### src/video_timing_pkg.sv
// video timing package
// slot and line timing constants of the object scan
// plus the state type of the line sequencer
`default_nettype none

package video_timing_pkg;

    localparam int SLOT_PIXELS = 16;   // enables per object slot
    localparam int NUM_SLOTS   = 32;   // object slots per line
    localparam int PIPE_DRAIN  = 24;   // enables after the last slot

    localparam logic [8:0] POSX_NONE = 9'h100;  // no pixel on this enable

    // line sequencer states
    typedef enum logic [1:0] {
        LS_IDLE  = 2'd0,   // waiting for line_start
        LS_RUN   = 2'd1,   // walking the slots
        LS_DRAIN = 2'd2    // draw pipeline emptying
    } line_state_t;

endpackage

`default_nettype wire
### src/obj_scan_if.sv
// object scan interface
// pixel enable, slot counters and line state shared by
// the pixel timer, line sequencer and object drawer
`timescale 1ns/1ps
`default_nettype none

interface obj_scan_if;

    logic       cen;      // pixel clock enable
    logic [3:0] pxlcnt;   // pixel within slot
    logic [4:0] objcnt;   // slot within line
    logic       run;      // slots being walked
    logic [7:0] vline;    // line being drawn

    modport timer_mp (
        output cen,
        output pxlcnt,
        output objcnt,
        input  run
    );

    modport seq_mp (
        output run,
        output vline,
        input  cen,
        input  pxlcnt,
        input  objcnt
    );

    modport draw_mp (
        input cen,
        input pxlcnt,
        input objcnt,
        input run,
        input vline
    );

endinterface

`default_nettype wire

### src/pixel_timer.sv
// pixel timer
// divides clk into free running pixel enables and counts
// pixels within a slot and slots within a line while run is high
`timescale 1ns/1ps
`default_nettype none

module pixel_timer import video_timing_pkg::*; #(
    parameter int CEN_DIV = 4
) (
    input logic          clk,
    input logic          reset,
    obj_scan_if.timer_mp scan
);

    localparam int DIV_W = (CEN_DIV > 1) ? $clog2(CEN_DIV) : 1;
    localparam int PXL_W = $clog2(SLOT_PIXELS);
    localparam int CNT_W = $clog2(NUM_SLOTS * SLOT_PIXELS);

    logic [DIV_W-1:0] div_cnt;    // clocks within one enable period
    logic [CNT_W-1:0] line_cnt;   // {slot, pixel}

    // enable divider, free running
    always_ff @(posedge clk) begin
        if (reset || div_cnt == DIV_W'(CEN_DIV - 1)) begin
            div_cnt <= '0;
        end else begin
            div_cnt <= div_cnt + 1'b1;
        end
    end

    assign scan.cen = div_cnt == DIV_W'(CEN_DIV - 1);  // last clock of the period

    // slot/pixel counter, held at zero outside a line
    always_ff @(posedge clk) begin
        if (reset || !scan.run) begin
            line_cnt <= '0;
        end else if (scan.cen) begin
            line_cnt <= line_cnt + 1'b1;   // wraps to 0 after slot 31 pixel 15
        end
    end

    assign scan.pxlcnt = line_cnt[PXL_W-1:0];
    assign scan.objcnt = line_cnt[CNT_W-1:PXL_W];

    // run only drops on an enable, so pixel steps stay on the enable grid
    pxl_on_cen: assert property (@(posedge clk) disable iff (reset)
        $changed(scan.pxlcnt) |-> $past(scan.cen));

endmodule

`default_nettype wire

### src/flat_wrapper.sv
// flat-port wrapper written by rule: the top's interface ports become plain ports
module pixel_timer_flat import video_timing_pkg::*;
#(
    parameter int CEN_DIV = 4
)
  (clk, reset, scan_cen, scan_pxlcnt, scan_objcnt, scan_run);
  obj_scan_if scan_i ();
  input logic clk;
  input logic reset;
  output wire logic [$bits(scan_i.cen)-1:0] scan_cen;
  output wire logic [$bits(scan_i.pxlcnt)-1:0] scan_pxlcnt;
  output wire logic [$bits(scan_i.objcnt)-1:0] scan_objcnt;
  input wire logic [$bits(scan_i.run)-1:0] scan_run;
  assign scan_cen = scan_i.cen;
  assign scan_pxlcnt = scan_i.pxlcnt;
  assign scan_objcnt = scan_i.objcnt;
  assign scan_i.run = scan_run;
  pixel_timer #(.CEN_DIV(CEN_DIV)) u_core (.clk(clk), .reset(reset), .scan(scan_i));
endmodule
### config.mk
export PLATFORM = sky130hd
export DESIGN_NAME = pixel_timer_flat
export DESIGN_NICKNAME = d
export VERILOG_FILES = /design/src/video_timing_pkg.sv /design/src/obj_scan_if.sv /design/src/pixel_timer.sv /design/src/flat_wrapper.sv
export SDC_FILE = /design/constraint.sdc
export NUM_CORES = 1
export LEC_CHECK = 0
export ABC_AREA = 1
export CAP_MARGIN = 10
export CORE_AREA = 3 3 40 42
export CTS_CLUSTER_DIAMETER = 100
export DETAILED_ROUTE_END_ITERATION = 6
export DIE_AREA = 0 0 43 45
export DONT_BUFFER_PORTS = 1
export GPL_ROUTABILITY_DRIVEN = 0
export GPL_TIMING_DRIVEN = 0
export SETUP_SLACK_MARGIN = 0.2
export SYNTH_ARGS = -nofsm -noshare
export SYNTH_HDL_FRONTEND = slang
export SYNTH_SLANG_ARGS = --single-unit
### constraint.sdc
create_clock -name clk -period 2.4 [get_ports clk]
set_input_delay 0.48 -clock clk [delete_from_list [all_inputs] [get_ports clk]]
set_output_delay 0.48 -clock clk [all_outputs]
set_load 0.03 [all_outputs]
## Yosys cells after proc, flatten, opt, wreduce, memory -nomap -nowiden

Cells that the tools add are included.

- Register bits: 11
- Input port bits: 3
- Output and inout port bits: 10
- Logic and storage cells: 8

- Reductions and logical operators: 3
- Equal/unequal tests: 1
- $add $sub $neg: 2

Operator list:

| kind | number |
|---|---|
| $add A9 B1 Y9 const B | 1 |
| $add A2 B1 Y2 const B | 1 |
| $eq A2 B2 Y1 const B | 1 |
| $logic_or A1 B1 Y1 | 2 |
| $logic_not A1 Y1 | 1 |

## Longest topological paths before layout

Gate-level depths: netlist (run 1).

- Word-level depth: 2
- Gate-level depth with buffers: 8
- Gate-level depth less buffers: 7

## Worst setup path before layout (run 1)

No wires, ideal clock.

- Kind: register to register
- Start: reg u_core.div_cnt[0]
- End: reg u_core.line_cnt[7]
- Setup time: 116 ps
- Stages on the path, launching flop included: 8
- Data required time: 2284 ps
- Slack: 1044 ps
- Period minus slack after synthesis: 1356 ps
- Data arrival time: 1240 ps
- Path buffers: 1
- Cell sequence: dfxtp_1 -> ha_1 -> buf_6 -> nand3_1 -> nor2_2 -> nand3_1 -> nand2_1 -> nor2_1

- Longest elaborated chain between the ends: 1

Ends and longest elaborated chain:

| item | RTL line | source |
|---|---|---|
| from (decl) | pixel_timer.sv:19 | `logic [DIV_W-1:0] div_cnt;` |
| from (signal assigned) | pixel_timer.sv:27 | `div_cnt <= div_cnt + 1'b1;` |
| $eq A2 B2 Y1 | pixel_timer.sv:31 | `assign scan.cen = div_cnt == DIV_W'(CEN_DIV - 1);` |
| net scan_cen | flat_wrapper.sv:10 | `output wire logic [$bits(scan_i.cen)-1:0] scan_cen;` |
| to (signal assigned) | pixel_timer.sv:38 | `line_cnt <= line_cnt + 1'b1;` |
| to (decl) | pixel_timer.sv:20 | `logic [CNT_W-1:0] line_cnt;` |

The timed path passes the listed nets, and every way through them passes these cells.
A chain may end at the register's enable or synchronous reset.

## Final worst setup path (run 1)

- Start: reg u_core.div_cnt[0]
- End: out scan_cen

- Longest elaborated chain between the ends: 1

Ends and longest elaborated chain:

| item | RTL line |
|---|---|
| $eq A2 B2 Y1 | pixel_timer.sv:31 |
| to (decl) | flat_wrapper.sv:10 |

Every way passes these cells.

==> summary.txt, run 1 <==
Slew headroom -> 71.0%
Share of the synthesized area in the top cell type -> 42.6%
Worst-margin pin slew -> 0.434 ns
Number of global-route vias before repair -> 377
CP Class -> register to primary output
Area contributors post-synth -> dfxtp_1 (43%), nand2_1 (8.0%), inv_1 (7.3%)
Clk Latency, worst-skew pair -> 0.27 ns
Ports -> 13
Nets@finish -> 76
Pleak -> 0.229 nW
Top_reg_cell synth -> dfxtp_1
Pwr/cell area -> 607 mW/mm²
Post-cts sizing count -> 0
Antenna Nets Post-Route -> 0
CP Launch Type -> register
Starting Density -> 40.2%
GRT Util Overall -> 11.4%
Asr flop ratio synth -> 0%
DRC Markers -> 0
Number of port buffers -> 0
DR vias/cell -> 4.94
DR vias -> 420
CP arrival -> 0.99 ns
Worst path top cell family by delay -> adder cells
Synth Warn # -> 0
Share of cells above drive strength 1 -> 14.3%
Seq/Total Area, Yosys -> 42.6%
Row cnt -> 13
Max-slew violations -> 0
Area growth from synthesis to final layout -> 8.72%
Maximum clock rate -> 678 MHz
Largest area contributor in the netlist -> dfxtp_1
Outcome -> finished clean
HPWL Detailed -> 690 µm
Congestion Overflow GR -> 0
Largest net degree at the start of global routing -> 8
WL met2 -> 400 µm
Global-route wire length before repair -> 1610 µm
Post-synthesis cell area -> 517 µm²
CP bufs+invs -> 0
Clock Sinks -> 11
Top sig layer -> met4
Setup TNS Final -> 0 ns
CTS root buffer -> clkbuf_4
Post-CTS Repair Setup Buffers -> 0
Slowest stage delay, CP -> 0.38 ns
DR iter-0 viols -> 4
R2r setup slk -> 0.94 ns
Final Total Pwr -> 341 µW
Mean area per synthesized cell -> 7.83 µm²
Crit end category -> primary output
Cell variety after synth -> 19
Setup Viol. Count Final -> 0
Final Skew -> 0.00483 ns
Number of flops mapped to enable cells by yosys -> 0
Period utilization -> 61.4%
Drt first pass iters -> 2
Required @ worst endpoint -> 1.92 ns
WL/cell -> 10.6 µm
ANT cells -> 0
Filler cells -> 129
M1 wire length -> 402 µm
Clk buf depth -> 2
#FFs+latches synth -> 11
CTS H-tree depth -> 1
Crit path max-delay cell type -> ha_1
MaxCap Viol Count -> 0
Post-layout min period -> 1.47 ns
TritonCTS clock tree -> built
Crit-path cells -> ha_1
Inserted Clock Buffers -> 3
Die ar. -> 0.00194 mm²
CP max FO -> 2
Routed WL -> 905 µm
Width of the die -> 43 µm
Core outline area -> 0.00128 mm²
CTS Hold Bufs -> 0
VDD IR max -> 0.000294 V
RSZ-0062 raised after global routing -> false
Post-Syn Instances -> 66
Utilization after layout -> 43.7%
Most instantiated cells after synthesis -> dfxtp_1 (11), nand2_1 (11), inv_1 (10), nor2_1 (8), a21oi_1 (5)
Initial antenna violation count -> 0
Final Hold Viols -> 0
Met3 wire length -> 92 µm
Worst hold path class -> input pin to register
Post-Syn Nets -> 71
Die height -> 45 µm
Clk slew on worst S/H paths -> 0.07 ns
[cell usage in the layout, fill, tap and decap left out]
master,n
nand2_1,11
dfxtp_1,11
inv_1,10
nor2_1,8
a21oi_1,5
nand3_1,4
nor3_1,3
clkbuf_4,3
nor2_4,2
ha_1,2
buf_6,1
nor2_2,1
nand2_2,1
nand2_4,1
o21a_1,1
nand3_2,1
nand4_1,1
nor3b_1,1
o21ai_0,1
xnor2_1,1
clkbuf_1,1
[report_power, final]
part | switching, mW | internal, mW
logic | 0.0131 | 0.00992
registers | 0.00335 | 0.187
clock network | 0.0627 | 0.0644
[stage by stage]
stage | instance area [µm²] | hold slack [ns] | instances | worst slack (ns)
6_report | 562 | 0.267 | 85 | 0.925
5_1_grt | 562 | 0.247 | 85 | 0.828
4_1_cts | 562 | 0.254 | 85 | 0.906
3_5_place_dp | 536 | 0.419 | 81 | 0.943
3_3_place_gp | 536 | 0.414 | 81 | 0.963
2_1_floorplan | 517 | 0.400 | 66 | 1.04
[worst register-to-register path: cells and delay by family, from the launching register on]
| kind | cells | cell delay, ns |
|---|---|---|
| and+or+nand+nor | 5 | 0.44 |
| DFF | 1 | 0.34 |
| adders and majority gates | 1 | 0.38 |
| buffers and inverters | 1 | 0.19 |
[state kept, by name, summed over array words and instances, names as in the netlist]
name / cells
u_core.line_cnt: 9
u_core.div_cnt: 2
[final timing paths]
check | start | to | cells past startpoint
worst max register to register | u_core.div_cnt[0] | u_core.line_cnt[7] | 7
worst min register to register | u_core.div_cnt[0] | u_core.div_cnt[0] | 1
worst max-delay path | u_core.div_cnt[0] | scan_cen | 1
worst min-delay path | reset | u_core.div_cnt[0] | 1
[kinds of logic (layout without fill, tap and decap cells)]
family                     Yosys count  in the layout  share of synthesized area [%]
and+or+nand+nor                     34             34                           34.1
AOI/OAI and AO/OA                    7              7                           7.26
DFF                                 11             11                           42.6
buffers and inverters               11             15                           9.44
adders and majority gates            2              2                           4.84
xor gates and xnor gates             1              1                           1.70
[routing by layer]
| metal | up-vias | track usage (%) |
|---|---|---|
| li1 | 218 | - |
| met1 | 189 | 11.7 |
| met2 | 11 | 17.7 |
| met3 | 2 | 7.97 |
| met4 | 0 | 5.42 |
| met5 | - | 0 |
[area by class of cell]
class	instances	area [µm²]	share of cell area, %
tap	15	18.8	3.34
sequential	11	220	39.2
inverter	10	37.5	6.68
multi-input combinational	44	248	44.1
buffer	1	11.3	2.00
clock buffer	4	26.3	4.68
Note: power is estimated with default switching activity, not from simulation.
==> inputs of run 2 (changes only) <==
clock period = 1.4 ns   (was 2.4 ns; I/O delays follow)
==> run 2 against run 1 <==
  * Flip-flop and latch count stayed put
  * Combinational power grew 150%
  * Register-to-register slack worse by 0.74 ns
  * Critical path depth up 6
  * First-iteration DRC count grew 25%
  * Critical path type is now register to register
  * Critical endpoint is now u_core.line_cnt[8]
  * Largest cell class unchanged
  * Highest routed layer unchanged
==> summary.txt, run 2 (synthesis results as in run 1) <==
Outcome -> finished clean
Maximum clock rate -> 833 MHz
Die height -> 45 µm (unchanged)
DRC Markers -> 0 (unchanged)
ANT cells -> 0 (unchanged)
Initial antenna violation count -> 0 (unchanged)
Cells on worst reg2reg path -> 7 (unchanged)
Max reg flops -> 9 (unchanged)
Share of cells above drive strength 1 -> 31.9% (+18 points)
Crit end category -> register
DR vias -> 432 (+2.9%)
Pleak -> 0.244 nW (+6.7%)
Final Hold Viols -> 0 (unchanged)
Reg power frac -> 54.4% (-1.5 points)
CTS root buffer -> clkbuf_4
DR iter-0 viols -> 5 (+1)
Die ar. -> 0.00194 mm² (unchanged)
Pwr/cell area -> 957 mW/mm² (+58%)
Commonest cells after routing, fill and taps aside -> nand2_1 (11), inv_1 (9), nor2_1 (7)
CP Launch Type -> register
WL/cell -> 10.8 µm (+1.4%)
TritonCTS clock tree -> built
Worst-margin pin slew -> 0.428 ns (-0.00650 ns)
Width of the die -> 43 µm (unchanged)
Period utilization -> 85.7%
Top reg by flops -> u_core.line_cnt
CP arrival -> 1.37 ns (+0.38 ns)
Nets@finish -> 78 (+2.6%)
Clock network fraction of total power -> 36.2% (-1.1 points)
Ports -> 13 (unchanged)
Required @ worst endpoint -> 1.57 ns (-0.35 ns)
Largest net degree at the start of global routing -> 7 (-1)
Inserted Clock Buffers -> 3 (unchanged)
CP Class -> register to register
Slew headroom -> 71.4% (+0.43 points)
Number of port buffers -> 0 (unchanged)
Clk slew on worst S/H paths -> 0.06 ns (about the same)
Number of global-route vias before repair -> 362 (-4.0%)
Worst hold stages -> 1 (unchanged)
Final Skew -> 0.00684 ns (+0.00201 ns)
Clock Sinks -> 11 (unchanged)
Logic pwr share -> 9.4% (+2.6 points)
MaxCap Viol Count -> 0 (unchanged)
Row cnt -> 13 (unchanged)
Most common cell after layout, fill and taps aside -> nand2_1
CTS H-tree depth -> 1 (unchanged)
Clk Latency, worst-skew pair -> 0.27 ns (about the same)
Drt first pass iters -> 4 (+2)
Core outline area -> 0.00128 mm² (unchanged)
DR vias/cell -> 4.97 (+0.49%)
Congestion Overflow GR -> 0 (unchanged)
Area growth from synthesis to final layout -> 22.3%
Internal power -> 461 µW (+76%)
CP max FO -> 6 (+4)
GRT Util Overall -> 11.5% (+0.15 points)
Hold Path End -> u_core.div_cnt[0]
Worst hold path startpoint -> reset
RSZ-0062 raised after global routing -> true
Global-route wire length before repair -> 1570 µm (-2.6%)
Net Sw Frac -> 23.8% (+0.58 points)
Antenna Nets Post-Route -> 0 (unchanged)
HPWL Detailed -> 705 µm (+2.1%)
Fin area -> 632 µm² (+12%)
Area of the multi-input gates -> 278 µm² (+12%)
Filler cells -> 124 (-3.9%)
Worst hold path class -> input pin to register
Max-slew violations -> 0 (unchanged)
Routed WL -> 939 µm (+3.8%)
Post-layout min period -> 1.20 ns
Sequential cell area -> 233 µm² (+5.7%)
FF-to-FF Start -> u_core.div_cnt[0]
VDD IR max -> 0.000517 V (+76%)
NetSw -> 144 µW (+82%)
Largest regs -> u_core.line_cnt x9, u_core.div_cnt x2
Clk buf depth -> 2 (unchanged)
Setup TNS Final -> 0 ns (unchanged)
Dpl cell area -> 551 µm² (+2.8%)
FF-to-FF End -> u_core.line_cnt[8]
R2r setup slk -> 0.20 ns (-0.74 ns)
Setup Viol. Count Final -> 0 (unchanged)
Starting Density -> 40.2% (unchanged)
==> run 2: final cells by class <==
cell class,count,share of cell area [%]
sequential,11,36.8
tap,15,2.97
multi-input combinational,44,44.0
timing repair buffer,2,4.36
clock buffer,4,4.16
inverter,10,5.94
buffer,1,1.78
==> run 2: worst max path at each step <==
stage,from,end,cells after the start
floorplan,u_core.div_cnt[0],u_core.line_cnt[7],7
global placement,u_core.line_cnt[2],u_core.line_cnt[7],5
detailed placement,u_core.div_cnt[0],u_core.line_cnt[7],7
CTS,u_core.div_cnt[0],u_core.line_cnt[7],7
global route,u_core.div_cnt[0],u_core.line_cnt[3],7
finish,u_core.div_cnt[0],u_core.line_cnt[8],7
==> run 2: power groups by stage <==
stage	combinational (mW)	clock, mW	sequential [mW]
2_1_floorplan	0.0385	0	0.337
3_3_place_gp	0.0429	0	0.338
5_1_grt	0.0645	0.247	0.330
4_1_cts	0.0545	0.230	0.328
3_5_place_dp	0.0457	0	0.338
6_report	0.0566	0.219	0.329
==> run 2: timing repair <==
action | 4_1_cts | 5_1_grt
pin swaps | 3 | 4
setup buffers | 1 | 1
resized for setup | 7 | 4
setup endpoints to repair | 5 | 7
hold buffers | 0 | 0
==> run 2: per-layer routing <==
layer | part of all wire (%) | track usage, % | vias up
met4 | 4.0 | 10.8 | 0
met5 | 0 | 0 | -
li1 | - | - | 223
met2 | 45 | 17.7 | 13
met3 | 8.1 | 5.18 | 6
met1 | 43 | 11.6 | 190
==> run 2: per-stage QoR <==
stage               total power [mW]  setup WS (ns)  instances  util (%)  hold WS (ns)
global placement               0.381          0.130         81      42.8         0.353
detailed placement             0.384          0.115         81      42.8         0.358
global route                   0.641          0.113         87      49.2        0.0521
floorplan                      0.375          0.211         66         -         0.351
finish                         0.605          0.200         87      49.2        0.0679
CTS                            0.613          0.171         86      47.9        0.0569
==> run 2: critical path, cell delays in order (launching register included) <==
cell and delay [ns]:
dfxtp_2 0.35, ha_4 0.20, buf_6 0.14, nand2_4 0.06
nor2_4 0.14, nand4_1 0.10, nand2_1 0.08, nor2_1 0.04
==> inputs of run 3 (changes only) <==
ABC_AREA = 0   (was 1)
==> run 3 against run 2 <==
  * Sequential share of layout area grew 4.2 points
  * Critical endpoint is now u_core.line_cnt[7]
  * Flip-flop and latch count is the same
  * Maximum frequency shrank 8.6%
==> summary.txt, run 3 <==
Clk buf depth -> 2 (unchanged)
Mean area per synthesized cell -> 9.62 µm² (+23%)
RSZ-0062 raised after global routing -> true
Clock Sinks -> 11 (unchanged)
Seq/Total Area, Yosys -> 47.7% (+5.1 points)
Nets@finish -> 59 (-24%)
TritonCTS clock tree -> built
ANT cells -> 0 (unchanged)
CP Class -> register to register
Slowest stage delay, CP -> 0.36 ns (about the same)
Commonest cells after routing, fill and taps aside -> dfxtp_2 (7), nor2_1 (5), nand4_1 (4), o21ai_0 (4)
DRC Markers -> 0 (unchanged)
Area growth from synthesis to final layout -> 24.9%
MaxCap Viol Count -> 0 (unchanged)
Post-synthesis cell area -> 462 µm² (-11%)
DR vias -> 359 (-17%)
WL/cell -> 13.1 µm (+21%)
Outcome -> finished clean
Ports -> 13 (unchanged)
Number of global-route vias before repair -> 367 (+1.4%)
Number of port buffers -> 0 (unchanged)
Maximum clock rate -> 761 MHz (-8.6%)
Largest area contributor in the netlist -> dfxtp_1
Post-Syn Nets -> 53 (-25%)
Core outline area -> 0.00128 mm² (unchanged)
Most common cell after layout, fill and taps aside -> dfxtp_2
Global-route wire length before repair -> 1640 µm (+4.9%)
Initial antenna violation count -> 0 (unchanged)
Top_reg_cell synth -> dfxtp_1
CTS H-tree depth -> 1 (unchanged)
Fin Hold WS -> 0.0766 ns (+0.00871 ns)
Top-count cell post-synth -> dfxtp_1
Post-Syn Instances -> 48 (-27%)
Area contributors post-synth -> dfxtp_1 (48%), xor2_1 (5.7%), ha_1 (5.4%)
Slew headroom -> 71.3% (-0.18 points)
Met2 GRT Util -> 18.0% (+0.30 points)
Pleak -> 0.188 nW (-23%)
Crit-path cells -> ha_4, buf_6, nand4_4, or3_4, a21oi_2
Largest net degree at the start of global routing -> 10 (+3)
Setup Viol. Count Final -> 0 (unchanged)
Number of flops mapped to enable cells by yosys -> 0 (unchanged)
Max-slew violations -> 0 (unchanged)
Max reg flops -> 9 (unchanged)
Clk Latency, worst-skew pair -> 0.26 ns (about the same)
Filler cells -> 131 (+5.6%)
#FFs+latches synth -> 11 (unchanged)
Die ar. -> 0.00194 mm² (unchanged)
Starting Density -> 35.9% (-4.3 points)
Inserted Clock Buffers -> 3 (unchanged)
CP max FO -> 8 (+2)
Sequential cell area -> 236 µm² (+1.6%)
Most instantiated cells after synthesis -> dfxtp_1 (11), nor2_1 (5)
Period utilization -> 93.8% (+8.1 points)
Final WS setup -> 0.0864 ns (-0.113 ns)
Row cnt -> 13 (unchanged)
HPWL Detailed -> 619 µm (-12%)
Routed WL -> 890 µm (-5.2%)
Cell variety after synth -> 17 (-2)
Share of the synthesized area in the top cell type -> 47.7% (+5.1 points)
GRT Util Overall -> 11.4% (-0.14 points)
Area of the multi-input gates -> 273 µm² (-1.8%)
DR iter-0 viols -> 7 (+2)
Asr flop ratio synth -> 0% (unchanged)
Die height -> 45 µm (unchanged)
Drt first pass iters -> 4 (unchanged)
Width of the die -> 43 µm (unchanged)
Worst-margin pin slew -> 0.431 ns (+0.00335 ns)
Gr busiest metal -> met2
Synth Warn # -> 0 (unchanged)
CTS Hold Bufs -> 0 (unchanged)
Met1 Use GR -> 13.1% (+1.5 points)
Pre-CTS WS -> 0.0590 ns (-0.0556 ns)
CP arrival -> 1.50 ns (+0.13 ns)
DR vias/cell -> 5.28 (+6.3%)
VDD IR max -> 0.000561 V (+8.6%)
CTS root buffer -> clkbuf_4
Setup TNS Final -> 0 ns (unchanged)
Crit end category -> register
Final Hold Viols -> 0 (unchanged)
Congestion Overflow GR -> 0 (unchanged)
Clk slew on worst S/H paths -> 0.07 ns (about the same)
Post-layout min period -> 1.31 ns (+0.113 ns)
Antenna Nets Post-Route -> 0 (unchanged)
CP bufs+invs -> 1 (unchanged)
Share of cells above drive strength 1 -> 39.6% (+7.7 points)
Required @ worst endpoint -> 1.59 ns (+0.02 ns)
Top reg by flops -> u_core.line_cnt
Largest regs -> u_core.line_cnt x9, u_core.div_cnt x2
Grt met3 use -> 5.18% (unchanged)
Worst hold path class -> input pin to register
Crit path max-delay cell type -> or3_4
Worst path top cell family by delay -> simple AND/OR/NAND/NOR gates
CP Launch Type -> register
Pwr/cell area -> 1000 mW/mm² (+4.6%)
Final Skew -> 0.00106 ns (-0.00578 ns)
-- run 3: kinds of logic after synthesis --
group,after synthesis,share of synthesized area (%)
adders and majority gates,2,5.42
buffers and inverters,2,2.44
DFF,11,47.7
muxes,1,2.17
AOI/OAI and AO/OA,8,8.67
xor gates and xnor gates,4,7.59
and+or+nand+nor,20,26.0
-- run 3: path summary, 6_finish.rpt --
check / end / from / cells after the start / slack, ns
setup / recovery: u_core.line_cnt[7] / u_core.div_cnt[0] / 5 / 0.09
hold / removal: u_core.div_cnt[0] / reset / 1 / 0.08
setup reg to reg: u_core.line_cnt[7] / u_core.div_cnt[0] / 5 / 0.09
hold reg to reg: u_core.div_cnt[0] / u_core.div_cnt[0] / 1 / 0.43
-- run 3: layout make-up --
type / instances / area share, %
Tap cell: 15 / 3.25
Buffer: 2 / 2.60
Timing Repair Buffer: 1 / 1.30
Multi-Input combinational cell: 35 / 47.3
Sequential cell: 11 / 41.0
Clock buffer: 4 / 4.56
-- run 3: timing repair --
item / in CTS / in global routing
setup buffers: 1 / 0
gates resized for setup: 3 / 5
endpoints found under the setup margin: 4 / 8
-- run 3: power by group --
part / switching [mW] / internal, mW
clock network: 0.0960 / 0.110
logic: 0.0202 / 0.0215
registers: 0.00984 / 0.320
total: 0.126 / 0.451
-- run 3: per-stage QoR --
stage | total power, mW | area (µm²) | std cells | utilization, %
after floorplan | 0.369 | 502 | 48 | -
after global placement | 0.375 | 520 | 63 | 40.5
after detailed placement | 0.376 | 520 | 63 | 40.5
after CTS | 0.586 | 558 | 68 | 43.4
after global routing | 0.612 | 577 | 68 | 44.9
final | 0.577 | 577 | 68 | 44.9
-- run 3: layer usage --
layer	vias up	part of all wire [%]
met5	-	0
met4	0	1.5
met3	2	6.0
met2	9	48
met1	168	44
li1	180	-
